`config.mk`:
```
export PLATFORM = sky130hd
export DESIGN_NAME = fp_cluster
export DESIGN_NICKNAME = d
export VERILOG_FILES = /design/src/design/core_pkg.sv /design/src/design/fpu_pkg.sv /design/src/design/fadd_fsub_rs.sv /design/src/design/fp_addsub_pipe.sv /design/src/design/cdb_arbiter.sv /design/src/design/fp_cluster.sv
export SDC_FILE = /design/constraint.sdc
export NUM_CORES = 1
export LEC_CHECK = 0
export CAP_MARGIN = 0
export CORE_MARGIN = 2
export CORE_UTILIZATION = 70
export DETAILED_ROUTE_END_ITERATION = 8
export DONT_BUFFER_PORTS = 1
export GPL_TIMING_DRIVEN = 0
export PLACE_DENSITY = 0.86
export SETUP_SLACK_MARGIN = 0.15
export SLEW_MARGIN = 25
export SYNTH_ARGS = -nofsm -noshare
export SYNTH_HDL_FRONTEND = slang
export SYNTH_SLANG_ARGS = --single-unit
```
`constraint.sdc`:
```
create_clock -name clk -period 10.4 [get_ports clk]
set_clock_uncertainty 0.15 [all_clocks]
set_input_delay 1.04 -clock clk [delete_from_list [all_inputs] [get_ports clk]]
set_output_delay 1.04 -clock clk [all_outputs]
set_load 0.005 [all_outputs]
```
`src/design/core_pkg.sv`:
```
package core_pkg;

	// Reorder-buffer tag width used when the top level is not overridden
	localparam int TAG_WIDTH_DEFAULT = 5;

	// Whether an operand slot of a station entry already holds its value
	typedef enum logic {
		OPD_WAIT  = 1'b0,  // Waiting for its tag on the CDB
		OPD_READY = 1'b1   // Value captured
	} opd_state_t;

endpackage

```
`src/design/fpu_pkg.sv`:
```
package fpu_pkg;

	typedef enum logic {
		OP_FADD = 1'b0,
		OP_FSUB = 1'b1
	} fp_op_t;

	// IEEE 754 single precision fields
	localparam int EXP_WIDTH = 8;
	localparam int MAN_WIDTH = 23;
	localparam int EXP_BIAS  = 127;

endpackage

```
`src/design/fadd_fsub_rs.sv`:
```
`timescale 1ns/100ps

module fadd_fsub_rs #(
	parameter int TAG_WIDTH = 1,
	parameter int N_ENTRY   = 2
) (
	input  logic                 clk,
	input  logic                 reset,
	input  logic                 issue_valid,
	output logic                 issue_ready,
	input  fpu_pkg::fp_op_t      issue_op,
	input  logic [TAG_WIDTH-1:0] issue_tag,
	input  logic                 src_ready_0,
	input  logic [TAG_WIDTH-1:0] src_tag_0,
	input  logic [31:0]          src_data_0,
	input  logic                 src_ready_1,
	input  logic [TAG_WIDTH-1:0] src_tag_1,
	input  logic [31:0]          src_data_1,
	output logic                 disp_valid,
	input  logic                 disp_ready,
	output fpu_pkg::fp_op_t      disp_op,
	output logic [TAG_WIDTH-1:0] disp_tag,
	output logic [31:0]          disp_a,
	output logic [31:0]          disp_b,
	input  logic                 cdb_valid,
	input  logic [TAG_WIDTH-1:0] cdb_tag,
	input  logic [31:0]          cdb_data
);
	localparam int IDX_W = $clog2(N_ENTRY);

	// Entry 0 is always the oldest
	logic                   e_valid   [N_ENTRY];
	logic [TAG_WIDTH-1:0]   e_tag     [N_ENTRY];
	fpu_pkg::fp_op_t        e_op      [N_ENTRY];
	core_pkg::opd_state_t   e_state   [N_ENTRY][2];
	logic [TAG_WIDTH-1:0]   e_src_tag [N_ENTRY][2];
	logic [31:0]            e_data    [N_ENTRY][2];

	core_pkg::opd_state_t   upd_state [N_ENTRY][2];  // After CDB wakeup
	logic [31:0]            upd_data  [N_ENTRY][2];

	logic                   nxt_valid   [N_ENTRY];
	logic [TAG_WIDTH-1:0]   nxt_tag     [N_ENTRY];
	fpu_pkg::fp_op_t        nxt_op      [N_ENTRY];
	core_pkg::opd_state_t   nxt_state   [N_ENTRY][2];
	logic [TAG_WIDTH-1:0]   nxt_src_tag [N_ENTRY][2];
	logic [31:0]            nxt_data    [N_ENTRY][2];

	logic                   in_ready [2];
	logic [TAG_WIDTH-1:0]   in_tag   [2];
	logic [31:0]            in_data  [2];
	core_pkg::opd_state_t   new_state [2];
	logic [31:0]            new_data  [2];

	logic [IDX_W-1:0] sel;
	logic             dispatch;
	logic             issue_fire;

	assign in_ready[0] = src_ready_0;
	assign in_tag[0]   = src_tag_0;
	assign in_data[0]  = src_data_0;
	assign in_ready[1] = src_ready_1;
	assign in_tag[1]   = src_tag_1;
	assign in_data[1]  = src_data_1;

	always_comb begin
		for (int j = 0; j < 2; j++) begin
			if (in_ready[j]) begin
				new_state[j] = core_pkg::OPD_READY;
				new_data[j]  = in_data[j];
			end else if (cdb_valid && cdb_tag == in_tag[j]) begin  // Bypass in the issue cycle
				new_state[j] = core_pkg::OPD_READY;
				new_data[j]  = cdb_data;
			end else begin
				new_state[j] = core_pkg::OPD_WAIT;
				new_data[j]  = in_data[j];
			end
		end
	end

	always_comb begin
		for (int i = 0; i < N_ENTRY; i++) begin
			for (int j = 0; j < 2; j++) begin
				if (e_state[i][j] == core_pkg::OPD_WAIT && cdb_valid
						&& cdb_tag == e_src_tag[i][j]) begin
					upd_state[i][j] = core_pkg::OPD_READY;
					upd_data[i][j]  = cdb_data;
				end else begin
					upd_state[i][j] = e_state[i][j];
					upd_data[i][j]  = e_data[i][j];
				end
			end
		end
	end

	// Lowest ready index wins, so scan from the top down
	always_comb begin
		sel        = '0;
		disp_valid = 1'b0;
		for (int i = N_ENTRY - 1; i >= 0; i--) begin
			if (e_valid[i] && e_state[i][0] == core_pkg::OPD_READY
					&& e_state[i][1] == core_pkg::OPD_READY) begin
				sel        = IDX_W'(i);
				disp_valid = 1'b1;
			end
		end
	end

	assign disp_op  = e_op[sel];
	assign disp_tag = e_tag[sel];
	assign disp_a   = e_data[sel][0];
	assign disp_b   = e_data[sel][1];

	assign dispatch    = disp_valid && disp_ready;
	assign issue_ready = !e_valid[N_ENTRY-1] || dispatch;
	assign issue_fire  = issue_valid && issue_ready;

	always_comb begin
		int  src;
		logic placed;
		placed = 1'b0;
		for (int i = 0; i < N_ENTRY; i++) begin
			src = i;
			if (dispatch && i >= int'(sel) && i < N_ENTRY - 1)
				src = i + 1;  // Close the gap left by the dispatched entry
			nxt_valid[i] = e_valid[src] && !(dispatch && i >= int'(sel) && i == N_ENTRY - 1);
			nxt_tag[i]   = e_tag[src];
			nxt_op[i]    = e_op[src];
			for (int j = 0; j < 2; j++) begin
				nxt_state[i][j]   = upd_state[src][j];
				nxt_src_tag[i][j] = e_src_tag[src][j];
				nxt_data[i][j]    = upd_data[src][j];
			end
		end
		for (int i = 0; i < N_ENTRY; i++) begin
			if (issue_fire && !placed && !nxt_valid[i]) begin  // First free place
				placed       = 1'b1;
				nxt_valid[i] = 1'b1;
				nxt_tag[i]   = issue_tag;
				nxt_op[i]    = issue_op;
				for (int j = 0; j < 2; j++) begin
					nxt_state[i][j]   = new_state[j];
					nxt_src_tag[i][j] = in_tag[j];
					nxt_data[i][j]    = new_data[j];
				end
			end
		end
	end

	always_ff @(posedge clk) begin
		if (reset) begin
			for (int i = 0; i < N_ENTRY; i++)
				e_valid[i] <= 1'b0;
		end else begin
			e_valid <= nxt_valid;
		end
	end

	always_ff @(posedge clk) begin
		e_tag     <= nxt_tag;
		e_op      <= nxt_op;
		e_state   <= nxt_state;
		e_src_tag <= nxt_src_tag;
		e_data    <= nxt_data;
	end

endmodule

```
`src/design/fp_addsub_pipe.sv`:
```
`timescale 1ns/100ps

module fp_addsub_pipe #(
	parameter int TAG_WIDTH = 1
) (
	input  logic                 clk,
	input  logic                 reset,
	input  logic                 disp_valid,
	output logic                 disp_ready,
	input  fpu_pkg::fp_op_t      disp_op,
	input  logic [TAG_WIDTH-1:0] disp_tag,
	input  logic [31:0]          disp_a,
	input  logic [31:0]          disp_b,
	output logic                 res_valid,
	input  logic                 res_ready,
	output logic [TAG_WIDTH-1:0] res_tag,
	output logic [31:0]          res_data
);
	localparam int EW = fpu_pkg::EXP_WIDTH;
	localparam int MW = fpu_pkg::MAN_WIDTH;
	localparam int SW = MW + 1;       // Significand with hidden bit
	localparam int AW = SW + 3;       // Plus guard, round and sticky
	localparam int XW = SW + AW - 1;  // Alignment window

	logic stall;
	logic adv;

	// Stage one, align
	logic          b_sign;
	logic          a_big;
	logic          big_sign;
	logic [EW-1:0] big_exp;
	logic [EW-1:0] diff;
	logic [MW-1:0] big_man;
	logic [MW-1:0] small_man;
	logic [XW-1:0] small_shifted;
	logic [AW-1:0] small_aligned;

	logic                 s1_valid;
	logic [TAG_WIDTH-1:0] s1_tag;
	logic                 s1_sign;
	logic                 s1_sub;
	logic [EW-1:0]        s1_exp;
	logic [AW-1:0]        s1_big;
	logic [AW-1:0]        s1_small;

	// Stage two, add
	logic                 s2_valid;
	logic [TAG_WIDTH-1:0] s2_tag;
	logic                 s2_sign;
	logic [EW-1:0]        s2_exp;
	logic [AW:0]          s2_sum;

	// Stage three, normalize
	int          lz;
	int          exp_unb;
	logic [AW:0] norm;
	logic [31:0] result;

	assign stall      = res_valid && !res_ready;
	assign adv        = !stall;
	assign disp_ready = adv;

	always_comb begin
		b_sign    = disp_b[EW+MW] ^ (disp_op == fpu_pkg::OP_FSUB);
		a_big     = disp_a[EW+MW-1:0] >= disp_b[EW+MW-1:0];
		big_sign  = a_big ? disp_a[EW+MW] : b_sign;
		big_exp   = a_big ? disp_a[EW+MW-1:MW] : disp_b[EW+MW-1:MW];
		diff      = a_big ? disp_a[EW+MW-1:MW] - disp_b[EW+MW-1:MW]
		                  : disp_b[EW+MW-1:MW] - disp_a[EW+MW-1:MW];
		big_man   = a_big ? disp_a[MW-1:0] : disp_b[MW-1:0];
		small_man = a_big ? disp_b[MW-1:0] : disp_a[MW-1:0];
		small_shifted = {1'b1, small_man, {(AW-1){1'b0}}} >> diff;
		if (diff > EW'(AW - 1))
			small_aligned = AW'(1);  // Whole significand below round, sticky only
		else
			small_aligned = {small_shifted[XW-1:SW], |small_shifted[SW-1:0]};
	end

	always_ff @(posedge clk) begin
		if (adv) begin
			s1_tag   <= disp_tag;
			s1_sign  <= big_sign;
			s1_sub   <= disp_a[EW+MW] ^ b_sign;
			s1_exp   <= big_exp;
			s1_big   <= {1'b1, big_man, 3'b000};
			s1_small <= small_aligned;
			s2_tag   <= s1_tag;
			s2_sign  <= s1_sign;
			s2_exp   <= s1_exp;
			s2_sum   <= s1_sub ? {1'b0, s1_big} - {1'b0, s1_small}
			                   : {1'b0, s1_big} + {1'b0, s1_small};
			res_tag  <= s2_tag;
			res_data <= result;
		end
	end

	always_comb begin
		logic found;
		found = 1'b0;
		lz    = 0;
		for (int i = AW; i >= 0; i--) begin
			if (!found && s2_sum[i]) begin
				found = 1'b1;
				lz    = AW - i;
			end
		end
		norm    = s2_sum << lz;
		exp_unb = int'(s2_exp) - fpu_pkg::EXP_BIAS + 1 - lz;
		if (!found || exp_unb < 1 - fpu_pkg::EXP_BIAS)
			result = '0;  // Cancellation or underflow gives +0
		else
			result = {s2_sign, EW'(exp_unb + fpu_pkg::EXP_BIAS), norm[AW-1 -: MW]};
	end

	always_ff @(posedge clk) begin
		if (reset) begin
			s1_valid  <= 1'b0;
			s2_valid  <= 1'b0;
			res_valid <= 1'b0;
		end else if (adv) begin
			s1_valid  <= disp_valid;
			s2_valid  <= s1_valid;
			res_valid <= s2_valid;
		end
	end

endmodule

```
`src/design/cdb_arbiter.sv`:
```
`timescale 1ns/100ps

module cdb_arbiter #(
	parameter int TAG_WIDTH = 1
) (
	input  logic                 clk,
	input  logic                 reset,
	input  logic                 res_valid,
	output logic                 res_ready,
	input  logic [TAG_WIDTH-1:0] res_tag,
	input  logic [31:0]          res_data,
	input  logic                 ext_valid,
	output logic                 ext_ready,
	input  logic [TAG_WIDTH-1:0] ext_tag,
	input  logic [31:0]          ext_data,
	output logic                 cdb_valid,
	output logic [TAG_WIDTH-1:0] cdb_tag,
	output logic [31:0]          cdb_data
);
	logic last_ext;  // Outside producer won the last grant

	assign res_ready = res_valid && (!ext_valid || last_ext);
	assign ext_ready = ext_valid && (!res_valid || !last_ext);

	always_ff @(posedge clk) begin
		if (reset) begin
			last_ext  <= 1'b0;
			cdb_valid <= 1'b0;
		end else begin
			cdb_valid <= res_ready || ext_ready;
			if (res_ready || ext_ready)
				last_ext <= ext_ready;
		end
	end

	always_ff @(posedge clk) begin
		if (ext_ready) begin
			cdb_tag  <= ext_tag;
			cdb_data <= ext_data;
		end else if (res_ready) begin
			cdb_tag  <= res_tag;
			cdb_data <= res_data;
		end
	end

endmodule

```
`src/design/fp_cluster.sv`:
```
`timescale 1ns/100ps

module fp_cluster #(
	parameter int TAG_WIDTH = core_pkg::TAG_WIDTH_DEFAULT,
	parameter int N_ENTRY   = 2
) (
	input  logic                 clk,
	input  logic                 reset,
	input  logic                 issue_valid,
	output logic                 issue_ready,
	input  fpu_pkg::fp_op_t      issue_op,
	input  logic [TAG_WIDTH-1:0] issue_tag,
	input  logic                 src_ready_0,
	input  logic [TAG_WIDTH-1:0] src_tag_0,
	input  logic [31:0]          src_data_0,
	input  logic                 src_ready_1,
	input  logic [TAG_WIDTH-1:0] src_tag_1,
	input  logic [31:0]          src_data_1,
	input  logic                 ext_valid,
	output logic                 ext_ready,
	input  logic [TAG_WIDTH-1:0] ext_tag,
	input  logic [31:0]          ext_data,
	output logic                 cdb_valid,
	output logic [TAG_WIDTH-1:0] cdb_tag,
	output logic [31:0]          cdb_data
);
	logic                 disp_valid;
	logic                 disp_ready;
	fpu_pkg::fp_op_t      disp_op;
	logic [TAG_WIDTH-1:0] disp_tag;
	logic [31:0]          disp_a;
	logic [31:0]          disp_b;
	logic                 res_valid;
	logic                 res_ready;
	logic [TAG_WIDTH-1:0] res_tag;
	logic [31:0]          res_data;

	fadd_fsub_rs #(
		.TAG_WIDTH(TAG_WIDTH),
		.N_ENTRY  (N_ENTRY)
	) i_rs (
		.clk, .reset,
		.issue_valid, .issue_ready, .issue_op, .issue_tag,
		.src_ready_0, .src_tag_0, .src_data_0,
		.src_ready_1, .src_tag_1, .src_data_1,
		.disp_valid, .disp_ready, .disp_op, .disp_tag, .disp_a, .disp_b,
		.cdb_valid, .cdb_tag, .cdb_data  // Wakeup from the broadcast
	);

	fp_addsub_pipe #(
		.TAG_WIDTH(TAG_WIDTH)
	) i_pipe (
		.clk, .reset,
		.disp_valid, .disp_ready, .disp_op, .disp_tag, .disp_a, .disp_b,
		.res_valid, .res_ready, .res_tag, .res_data
	);

	cdb_arbiter #(
		.TAG_WIDTH(TAG_WIDTH)
	) i_arb (
		.clk, .reset,
		.res_valid, .res_ready, .res_tag, .res_data,
		.ext_valid, .ext_ready, .ext_tag, .ext_data,
		.cdb_valid, .cdb_tag, .cdb_data
	);

endmodule

```
## After elaboration in Yosys (flattened, before gate mapping)

Cells that the tools add are included.

- Input bits: 123
- Word-level logic and storage cells: 288
- Register bits: 352

- Eq/ne operators: 9
- Reductions and logical operators: 96
- Shifts and indexed selects: 2
- $lt $le $gt $ge: 6
- Multiplexer cells: 122
- Bitwise gates (word level): 8
- $add $sub $neg: 8

Operator list:

| operator | count |
|---|---|
| 64-bit 2-to-1 mux | 8 |
| 32-bit 2-to-1 mux | 10 |
| 5-bit 2-to-1 mux | 21 |
| 1-bit 2-to-1 mux | 55 |
| 1-bit logical AND | 51 |
| 50-bit by 8-bit >> shifter with 50-bit output | 1 |
| 23-bit 2-to-1 mux | 2 |
| 10-bit 2-to-1 mux | 4 |
| 1-bit logical NOT | 38 |
| 32-bit by 2-bit adder with 32-bit output, second input constant | 1 |
| 32-bit by 2-bit >= comparator with 1-bit output, second input constant | 1 |
| 32-bit by 8-bit < comparator with 1-bit output, second input constant | 1 |
| 4-bit 2-to-1 mux | 8 |
| 1-bit NOT with 32-bit output | 1 |
| 32-bit by 6-bit subtractor with 32-bit output | 1 |
| 31-bit >= comparator | 1 |
| 5-bit == test | 6 |
| 27-bit by 27-bit adder with 28-bit output | 1 |
| 28-bit 2-to-1 mux | 1 |
| 28-bit by 5-bit left shift with 27-bit output | 1 |
| 27-bit by 27-bit subtractor with 28-bit output | 1 |
| 24-bit OR reduction | 1 |
| 8-bit 2-to-1 mux | 2 |
| 8-bit subtractor | 2 |
| 14 further kinds | 32 |

## Depth between registers and ports, before layout

Gate-level depths: netlist of run 1.

- Depth after elaboration: 85
- Mapped depth: 27

## Hierarchy

From an unflattened synthesis of run 1, not the netlist that was laid out.

- Cell total of the unflattened synthesis: 2145
- Area, all modules: 22738.1 µm²

Modules (own cells, without submodules):

| module | times used | area each (µm²) | sequential area each (µm²) | cells each |
|---|---|---|---|---|
| fp_addsub_pipe | 1 | 12749.7 | 4384.2 | 1322 |
| fadd_fsub_rs | 1 | 8244.2 | 4304.1 | 736 |
| cdb_arbiter | 1 | 1744.2 | 1151.1 | 87 |

## Worst setup path after synthesis of run 1

No wires, ideal clock.

- Path kind: in2reg
- From: in ext_valid
- To: reg i_rs.e_data[100] (netlist name) (enable)
- Slack: 3346 ps
- Path buffers: 1
- Arrival time: 6508 ps
- Setup time: 396 ps
- Data required time: 9854 ps
- Cell stages on the path: 8
- Cells stage by stage: nand2b_1 -> nor2_1 -> inv_1 -> nand2_1 -> o21ai_1 -> nand3_1 -> clkbuf_1 -> nand3_1

- Cells in the longest elaborated chain, start to end: 16
- Elaborated cells on any way between the ends: 19
- Those cells by class: order compare (1); eq/ne (1); mux (4); bitwise (1); reduce/logical (12)

RTL lines:

| item | RTL line | RTL |
|---|---|---|
| from (decl) | fp_cluster.sv:19 | `input logic ext_valid,` |
| 1-bit logical NOT (*) | cdb_arbiter.sv:22 | `assign res_ready = res_valid && (!ext_valid \|\| last_ext);` |
| 1-bit logical OR (*) | cdb_arbiter.sv:22 |  |
| 1-bit logical AND (*) | cdb_arbiter.sv:22 |  |
| 1-bit logical NOT (*) | fp_addsub_pipe.sv:60 | `assign stall = res_valid && !res_ready;` |
| 1-bit logical AND (*) | fp_addsub_pipe.sv:60 |  |
| 1-bit logical NOT (*) | fp_addsub_pipe.sv:61 | `assign adv = !stall;` |
| 1-bit logical AND (*) | fadd_fsub_rs.sv:114 | `assign dispatch = disp_valid && disp_ready;` |
| parallel branches: the longest is 8 deep, another holds 32-bit by 2-bit >= comparator with 1-bit output | - |  |
| 5-bit by 4-bit != test with 1-bit output (no line) (*) | - |  |
| to (signal assigned) | fadd_fsub_rs.sv:164 | `e_data <= nxt_data;` |
| to (decl) | fadd_fsub_rs.sv:37 | `logic [31:0] e_data [N_ENTRY][2];` |

Mark *: on every way between the ends. The select of a mux whose other input is x is not followed.
A chain may end at the register's enable or synchronous reset.

## Final worst setup path of run 1

- From: reg i_rs.e_state[2] (netlist name)
- To: reg i_pipe.s1_small[11], data pin

- Cells in the longest elaborated chain, start to end: 9
- Elaborated cells on any way between the ends: 13
- Those cells by class: add/sub (2); order compare (2); shift (1); mux (6); bitwise (1); reduce/logical (1)

RTL lines:

| item | RTL line | RTL |
|---|---|---|
| from (decl) | fadd_fsub_rs.sv:35 | `core_pkg::opd_state_t e_state [N_ENTRY][2];` |
| from (signal assigned) | fadd_fsub_rs.sv:162 | `e_state <= nxt_state;` |
| 1-bit logical AND (*) | fadd_fsub_rs.sv:102 | `&& e_state[i][1] == core_pkg::OPD_READY) begin` |
| 1-bit 2-to-1 mux (*) | fadd_fsub_rs.sv:101 | `if (e_valid[i] && e_state[i][0] == core_pkg::OPD_READY` |
| 1-bit NOT with 2-bit output (not written as such) (*) | fadd_fsub_rs.sv:111, fadd_fsub_rs.sv:112 |  |
| 64-bit 2-to-1 mux (not written as such) (*) (3 in a row) | fadd_fsub_rs.sv:111 | `assign disp_a = e_data[sel][0];` |
| 31-bit >= comparator (tied with other cells) | fp_addsub_pipe.sv:66 | `a_big = disp_a[EW+MW-1:0] >= disp_b[EW+MW-1:0];` |
| 23-bit 2-to-1 mux / 8-bit 2-to-1 mux (equally long branches) | fp_addsub_pipe.sv:72, fp_addsub_pipe.sv:69 |  |
| 50-bit by 8-bit >> shifter with 50-bit output / 8-bit by 5-bit greater-than comparator with 1-bit output (equally long branches) | fp_addsub_pipe.sv:73, fp_addsub_pipe.sv:74 |  |
| to (signal assigned) | fp_addsub_pipe.sv:87 | `s1_small <= small_aligned;` |
| to (decl) | fp_addsub_pipe.sv:45 | `logic [AW-1:0] s1_small;` |

Every way passes the cells marked *; elsewhere a longest branch is shown, timed or not. The select of a mux whose other input is x is not followed.

==> results of run 1 <==
[layer usage]
metal / part of all wire, % / GRT usage [%] / up-vias
met5: 0.031 / 0 / -
li1: - / - / 8849
met2: 45 / 70.5 / 1650
met1: 36 / 55.3 / 9510
met3: 13 / 13.5 / 438
met4: 7.0 / 26.9 / 4
[cell type report]
cell class,instances,area (um^2)
diodes,13,32.5
plain buffers,141,611
clock buffers,52,1060
clock inverters,14,203
fillers,2048,7550
inverters,123,469
multi-input cells,1781,11900
flip-flops and latches,352,9840
well taps,442,553
repair buffers,3,75.1
[power groups by stage]
| stage | sequential, uW | clock [uW] | combinational (uW) |
|---|---|---|---|
| 5_1_grt | 2490 | 1440 | 4710 |
| 2_1_floorplan | 2300 | 0 | 3080 |
| 4_1_cts | 2440 | 1390 | 4260 |
| 3_5_place_dp | 2460 | 0 | 4200 |
| 6_report | 2470 | 1400 | 4410 |
| 3_3_place_gp | 2440 | 0 | 4080 |
[Yosys cell counts, types with 6 or more instances]
master     number
o31a_1          6
edfxtp_1      279
or2_2           9
o31ai_1         9
o22ai_1       140
and3_1         24
o211ai_1       16
nand2b_1       16
buf_2          23
o21ai_1         7
a22oi_1         9
a211o_1         9
a21o_1         15
ha_1          100
nor2b_1        18
and2_1         12
o21bai_1        8
mux2i_1       158
nor2_1        401
buf_1          27
nand4_1        10
o21ai_0        61
xor2_1         32
nor3_1         41
mux2_2         59
or4_1           6
nand3_1        38
xnor2_1        42
mux4_2         22
a21oi_1       122
o21a_1         12
or3_1          11
o2bb2ai_1       6
dfxtp_1        73
nand2_1       207
nor4_1         22
a31oi_1        15
a211oi_1       18
inv_1         117
clkbuf_1       82
[per-stage QoR]
stage | utilization (%) | hold slack, ns | setup slack [ns]
detailed placement | 72.6 | 0.255 | 2.78
global placement | 72.3 | 0.251 | 1.20
floorplan | - | 0.250 | 3.35
CTS | 76.5 | 0.267 | 2.69
global route | 76.6 | 0.267 | 2.13
finish | 76.6 | 0.267 | 2.37
[critical path: stages (launching register included)]
cell and delay (ns):
edfxtp_1 0.42, nand3_1 0.19, nand2b_4 0.13, buf_6 0.19, buf_6 0.22, buf_6 0.22
buf_2 0.41, buf_1 0.76, mux2i_1 0.46, inv_1 0.12, ha_1 0.33, buf_2 0.20
nand4_1 0.21, nor3_2 0.37, a31oi_1 0.23, o211a_1 0.20, buf_2 0.22, nand2_4 0.17
buf_4 0.21, buf_2 0.29, nor2_1 0.07, o2bb2ai_1 0.18, xnor2_1 0.25, inv_1 0.19
nor3_1 0.57, nand2_1 0.33, nor3_1 0.45
[logic make-up (layout without fill, tap and decap cells)]
family,count (synthesis),count (layout)
compound gates,520,520
other cells,0,13
buf+inv,264,333
xor+xnor,74,74
flops,352,352
simple gates,841,841
mux,241,241
fa+ha+maj,105,105
[sequential cells by signal (all words and copies together), names as in the netlist, 4 cells and up]
name,flops
i_pipe.res_tag,5
i_rs.e_state,4
i_rs.e_data,128
i_pipe.s1_exp,8
i_rs.e_tag,10
i_pipe.s2_exp,8
i_pipe.s1_small,27
i_pipe.s1_big,23
i_rs.e_src_tag,20
i_pipe.s2_sum,28
i_arb.cdb_data,32
i_pipe.res_data,32
i_pipe.s2_tag,5
i_pipe.s1_tag,5
i_arb.cdb_tag,5
[worst max-delay path by stage]
stage	from	end	slack, ns	cells after the start
after global routing	i_rs.e_state[2]	i_pipe.s1_small[11]	2.13	26
after floorplan	ext_valid	i_rs.e_data[100]	3.35	8
after global placement	ext_valid	i_rs.e_data[68]	1.20	8
after CTS	i_rs.e_state[2]	i_pipe.s1_small[11]	2.69	26
after detailed placement	i_rs.e_state[2]	i_pipe.s1_small[11]	2.78	26
final	i_rs.e_state[2]	i_pipe.s1_small[11]	2.37	26
==> impl_metrics.py, run 1 <==
metrics = {
    "cts": {
        "cts_setup_buffers": 0,
        "clockBufferDepth": 3,
        "holdBufCountCts": 0,
        "cts_tree": "built",
        "h-tree-depth": 2,
        "ctsResizeCount": 0,
        "clk_pin_slew_ns": 0.06,
        "clock_sinks": 352,
        "clk_latency_ns": 0.57,
        "clockRootBuffer": "clkbuf_16",
        "cts_buffers": 37,
    },
    "detailed_routing": {
        "dr_total_vias": 20500,
        "drtPass1Iterations": 8,
        "ant_nets": 0,
        "wl_per_cell_um": 26.3,
        "drt_iter0_drc": 2930,
        "vias_per_cell": 7.00,
        "drc": 0,
        "drt_wl_total_um": 76800,
    },
    "sta": {
        "finalCritPeriodShare_pct": 77.2,
        "finalMaxSlewViolations": 0,
        "finalSetupTns_ns": 0,
        "finalSetupViolCount": 0,
        "grt_setup_unrepaired": "false",
        "min_period_ns": 8.03,
        "final-hold-violation-count": 0,
        "worst_pin_slew_ns": 1.04,
        "slew_headroom_pct": 30.4,
        "fmax_mhz": 124,
    },
    "floorplan": {
        "placementRows": 66,
        "dieArea_um2": 34000,
        "initial_core_util_pct": 70.6,
        "coreArea_um2": 32300,
        "die_y_um": 184,
        "die_x_um": 184,
        "ioPinCount": 163,
    },
    "hold_path": {
        "hp-class": "reg2reg",
        "worst_hold_path.num_cells": 0,
        "hold_end": "i_pipe.s2_exp[5]",
        "worstHoldStart": "i_pipe.s1_exp[5]",
    },
    "critical_path": {
        "reg2reg_to": "i_pipe.s1_small[11]",
        "arrival_ns": 8.20,
        "start_kind": "flop",
        "r2r_cells": 26,
        "crit_fanout": 10,
        "cp-end-kind": "flop",
        "crit_type": "reg2reg",
        "r2r-start": "i_rs.e_state[2]",
        "critPathRequiredTime_ns": 10.57,
        "r2r_setup_slack_ns": 2.37,
    },
    "logic_synthesis": {
        "synth_top_flop_cell": "edfxtp_1",
        "ys_ff_latch": 352,
        "synthSimpleGateAreaFrac_pct": 16.4,
        "muxShareOfSynthArea_pct": 12.1,
        "synth_top_cell_by_area": "edfxtp_1",
        "ys_warn_count": 0,
        "syn_area_per_cell_um2": 9.51,
        "ys_types": 91,
        "synthTopCellsByArea": "edfxtp_1 37%, mux2i_1 6.9%, nor2_1 6.6%, dfxtp_1 6.4%, ha_1 5.5%",
        "synth-async-reset-ratio_pct": 0,
        "syn_area_um2": 22800,
        "syn_nets": 2625,
        "synth_edf_count": 279,
        "synthAdderAreaFrac_pct": 5.93,
        "synth_top_family_by_area": "simple AND/OR/NAND/NOR gates",
        "synth_compound_area_share_pct": 14.8,
        "synthXorXnorAreaFrac_pct": 2.84,
        "seq_area_frac_synth_pct": 43.2,
        "synthCells": 2397,
        "synth_top_area_share_pct": 36.8,
    },
    "pwr": {
        "peakVddDrop_mv": 0.290,
        "power.leakage_uw": 0.0102,
        "clkPwrFrac_pct": 16.9,
        "p_switching_uw": 3760,
        "sequentialPowerShare_pct": 29.8,
        "p_int_uw": 4520,
        "swShare_pct": 45.5,
        "p_comb_share_pct": 53.3,
        "power_density_nw_per_um2": 335,
        "finalPower_uw": 8280,
    },
    "placed_design": {
        "portBuffers": 0,
        "dp_cells": 2842,
        "placed_cell_area_um2": 23400,
        "detailed_place_hpwl_um": 56300,
        "place_congestion": 1.06,
    },
    "grt": {
        "grt_usage_pct": 45.1,
        "grt_pass1_vias": 19600,
        "gr-total-overflow": 0,
        "grt_pass1_wl_um": 115000,
        "antenna_found_initial": 15,
        "grt_max_degree": 104,
    },
    "run_status": {
        "outcome": "completed",
    },
    "job": {
        "cap_violations": 0,
    },
    "final_layout": {
        "drive_above_1_share_pct": 8.60,
        "fin_cells": 2921,
        "design_area_um2": 24700,
        "syn2layout_area_growth_pct": 8.57,
        "layout_common_cells": "400 x nor2_1, 279 x edfxtp_1, 207 x nand2_1",
        "layout_commonest_cell": "nor2_1",
        "layout.nets": 2667,
    },
}
Power figures use the tool's default switching activity.
==> inputs of run 2 (changes only) <==
--- a/config.mk
+++ b/config.mk
@@ -7,11 +7,11 @@
 export LEC_CHECK = 0
 export CAP_MARGIN = 0
 export CORE_MARGIN = 2
-export CORE_UTILIZATION = 70
+export CORE_UTILIZATION = 59
 export DETAILED_ROUTE_END_ITERATION = 8
 export DONT_BUFFER_PORTS = 1
 export GPL_TIMING_DRIVEN = 0
-export PLACE_DENSITY = 0.86
+export PLACE_DENSITY = 0.78
 export SETUP_SLACK_MARGIN = 0.15
 export SLEW_MARGIN = 25
 export SYNTH_ARGS = -nofsm -noshare
==> constraint.sdc (replaced) <==
create_clock -name clk -period 7.1 [get_ports clk]
set_clock_uncertainty 0.15 [all_clocks]
set_input_delay 0.71 -clock clk [delete_from_list [all_inputs] [get_ports clk]]
set_output_delay 0.71 -clock clk [all_outputs]
set_load 0.005 [all_outputs]
==> run 2 against run 1 <==
Against the previous run:
- worst setup slack got worse by 2.1 ns
- critical path depth decreased by 3
- first-iteration DRC count down 26%
- design area up 0.77%
- clock power grew 47%
- register-to-register slack got worse by 2.1 ns
- combinational power up 44%
- core utilization decreased by 11 points
- global-route usage down 8.4 points
- via count shrank 4.7%
- worst hold slack lost 0.22 ns
- critical endpoint is now i_pipe.s1_small[0]
- largest cell class unchanged
- largest power group unchanged
==> impl_metrics.py, run 2 (synthesis results as in run 1) <==
metrics = {
    "hold_path": {
        "worst_hold_path.num_cells": 1,
        "hp-class": "in2reg",
    },
    "floorplan": {
        "placementRows": 71,
        "initial_core_util_pct": 60.2,
        "die_x_um": 201,
        "dieArea_um2": 40200,
        "die_y_um": 201,
        "coreArea_um2": 37800,
        "ioPinCount": 163,
    },
    "job": {
        "cap_violations": 0,
    },
    "final_layout": {
        "top_regs": "i_rs.e_data: 128 flops, i_arb.cdb_data: 32 flops, i_pipe.res_data: 32 flops",
        "layout_commonest_cell": "nor2_1",
        "syn2layout_area_growth_pct": 9.41,
        "regMostFlops": "i_rs.e_data",
        "drive_above_1_share_pct": 9.28,
        "layout_common_cells": "399 x nor2_1, 279 x edfxtp_1, 207 x nand2_1",
        "layout.nets": 2668,
        "largest_reg_flops": 128,
    },
    "detailed_routing": {
        "drtPass1Iterations": 6,
        "drc": 0,
        "drt_iter0_drc": 2157,
        "dr_total_vias": 19500,
        "wl_per_cell_um": 25.1,
        "ant_nets": 0,
        "vias_per_cell": 6.53,
        "drt_wl_total_um": 75000,
    },
    "cts": {
        "cts_buffers": 38,
        "clk_latency_ns": 0.58,
        "h-tree-depth": 2,
        "clk_pin_slew_ns": 0.06,
        "cts_tree": "built",
        "cts_setup_buffers": 0,
        "clockRootBuffer": "clkbuf_16",
        "clock_sinks": 352,
        "clockBufferDepth": 3,
    },
    "sta": {
        "hold_ws_ns": 0.0426,
        "final-hold-violation-count": 0,
        "finalSetupViolCount": 0,
        "min_period_ns": 6.83,
        "finalMaxSlewViolations": 0,
        "grt_setup_unrepaired": "false",
        "finalSetupTns_ns": 0,
        "finalCritPeriodShare_pct": 96.2,
        "slew_headroom_pct": 26.7,
        "fmax_mhz": 146,
        "worst_pin_slew_ns": 1.09,
        "setup_slack_ns": 0.268,
    },
    "pwr": {
        "peakVddDrop_mv": 0.266,
        "power.leakage_uw": 0.0102,
        "power_density_nw_per_um2": 482,
    },
    "critical_path": {
        "crit_fanout": 19,
        "cp-end-kind": "flop",
        "r2r_cells": 23,
        "arrival_ns": 6.99,
        "critPathRequiredTime_ns": 7.26,
        "start_kind": "flop",
        "crit_type": "reg2reg",
    },
    "placed_design": {
        "portBuffers": 0,
        "place_congestion": 1.00,
        "pre_cts_slack_ns": -0.556,
        "detailed_place_hpwl_um": 57800,
    },
    "grt": {
        "grt_usage_pct": 36.7,
        "antenna_found_initial": 4,
        "grt_pass1_vias": 19000,
        "gr-total-overflow": 0,
        "grt_pass1_wl_um": 113000,
        "grt_max_degree": 95,
    },
    "run_status": {
        "outcome": "completed",
    },
}
## run 2: cell count changes in the layout (fill, tap and decap cells not counted), moves of 2 or more
cell	before	now
mux2i_1	158	156
inv_6	0	4
inv_4	0	2
clkinv_1	5	7
mux2i_2	2	4
clkbuf_1	91	86
clkbuf_4	0	3
diode_2	13	4
clkinv_2	4	1
clkbuf_2	0	3
buf_2	23	20
nor4_1	22	19
nor4_2	2	4
## run 2: metrics by stage
step | total power, uW | cell area (um^2) | cells | utilization, %
after global placement | 9620 | 23400 | 2908 | 61.9
after global routing | 12700 | 24900 | 2981 | 65.9
after floorplan | 7870 | 22800 | 2397 | -
after CTS | 11800 | 24800 | 2979 | 65.7
final | 12000 | 24900 | 2984 | 65.9
after detailed placement | 9730 | 23500 | 2911 | 62.2
## run 2: repair_timing
item | CTS | global route
setup endpoints to repair | 33 | 22
hold buffers | 0 | 0
resized for setup | 11 | 11
## run 2: final timing paths
check	start	to	slack, ns
setup / recovery	i_rs.e_state[2]	i_pipe.s1_small[0]	0.27
setup reg to reg	i_rs.e_state[2]	i_pipe.s1_small[0]	0.27
hold reg to reg	i_pipe.s2_tag[4]	i_pipe.res_tag[4]	0.27
hold / removal	reset	i_rs.e_valid[0]	0.04
## run 2: where the power goes
| group | internal [uW] | leakage (uW) | total [uW] | switching (uW) |
|---|---|---|---|---|
| clock network | 1190 | 0.000629 | 2060 | 870 |
| registers | 3060 | 0.00350 | 3630 | 573 |
| logic | 2370 | 0.00612 | 6330 | 3970 |
## run 2: critical path: stages (launching register included)
cell and delay, ns:
edfxtp_1 0.39, nand3_1 0.16, nand2b_4 0.13, buf_6 0.18, buf_6 0.22, buf_6 0.29, buf_4 0.32, mux2i_1 0.42
inv_1 0.09, ha_1 0.28, buf_2 0.25, buf_2 0.36, buf_2 0.35, buf_2 0.33, clkbuf_1 0.67, nand2_1 0.10
nand3_1 0.12, mux2_2 0.24, mux2i_1 0.09, mux2i_1 0.46, a22oi_1 0.23, o32a_1 0.33, nor4b_2 0.24, o211ai_1 0.12
## run 2: layout make-up
cell class,instances,area [um^2]
Sequential cell,352,9840
Fill cell,3066,12900
Inverter,123,469
Multi-Input combinational cell,1781,12000
Tap cell,511,639
Antenna cell,4,10.0
Clock buffer,51,1070
Clock inverter,18,223
Timing Repair Buffer,4,103
Buffer,140,616
## run 2: layer usage
metal / track usage (%) / wire [um] / vias up
met5: 0 / 10 / -
met4: 14.3 / 3030 / 2
met3: 8.60 / 7260 / 224
met2: 60.3 / 34900 / 1122
met1: 47.1 / 29700 / 9299
li1: - / - / 8841
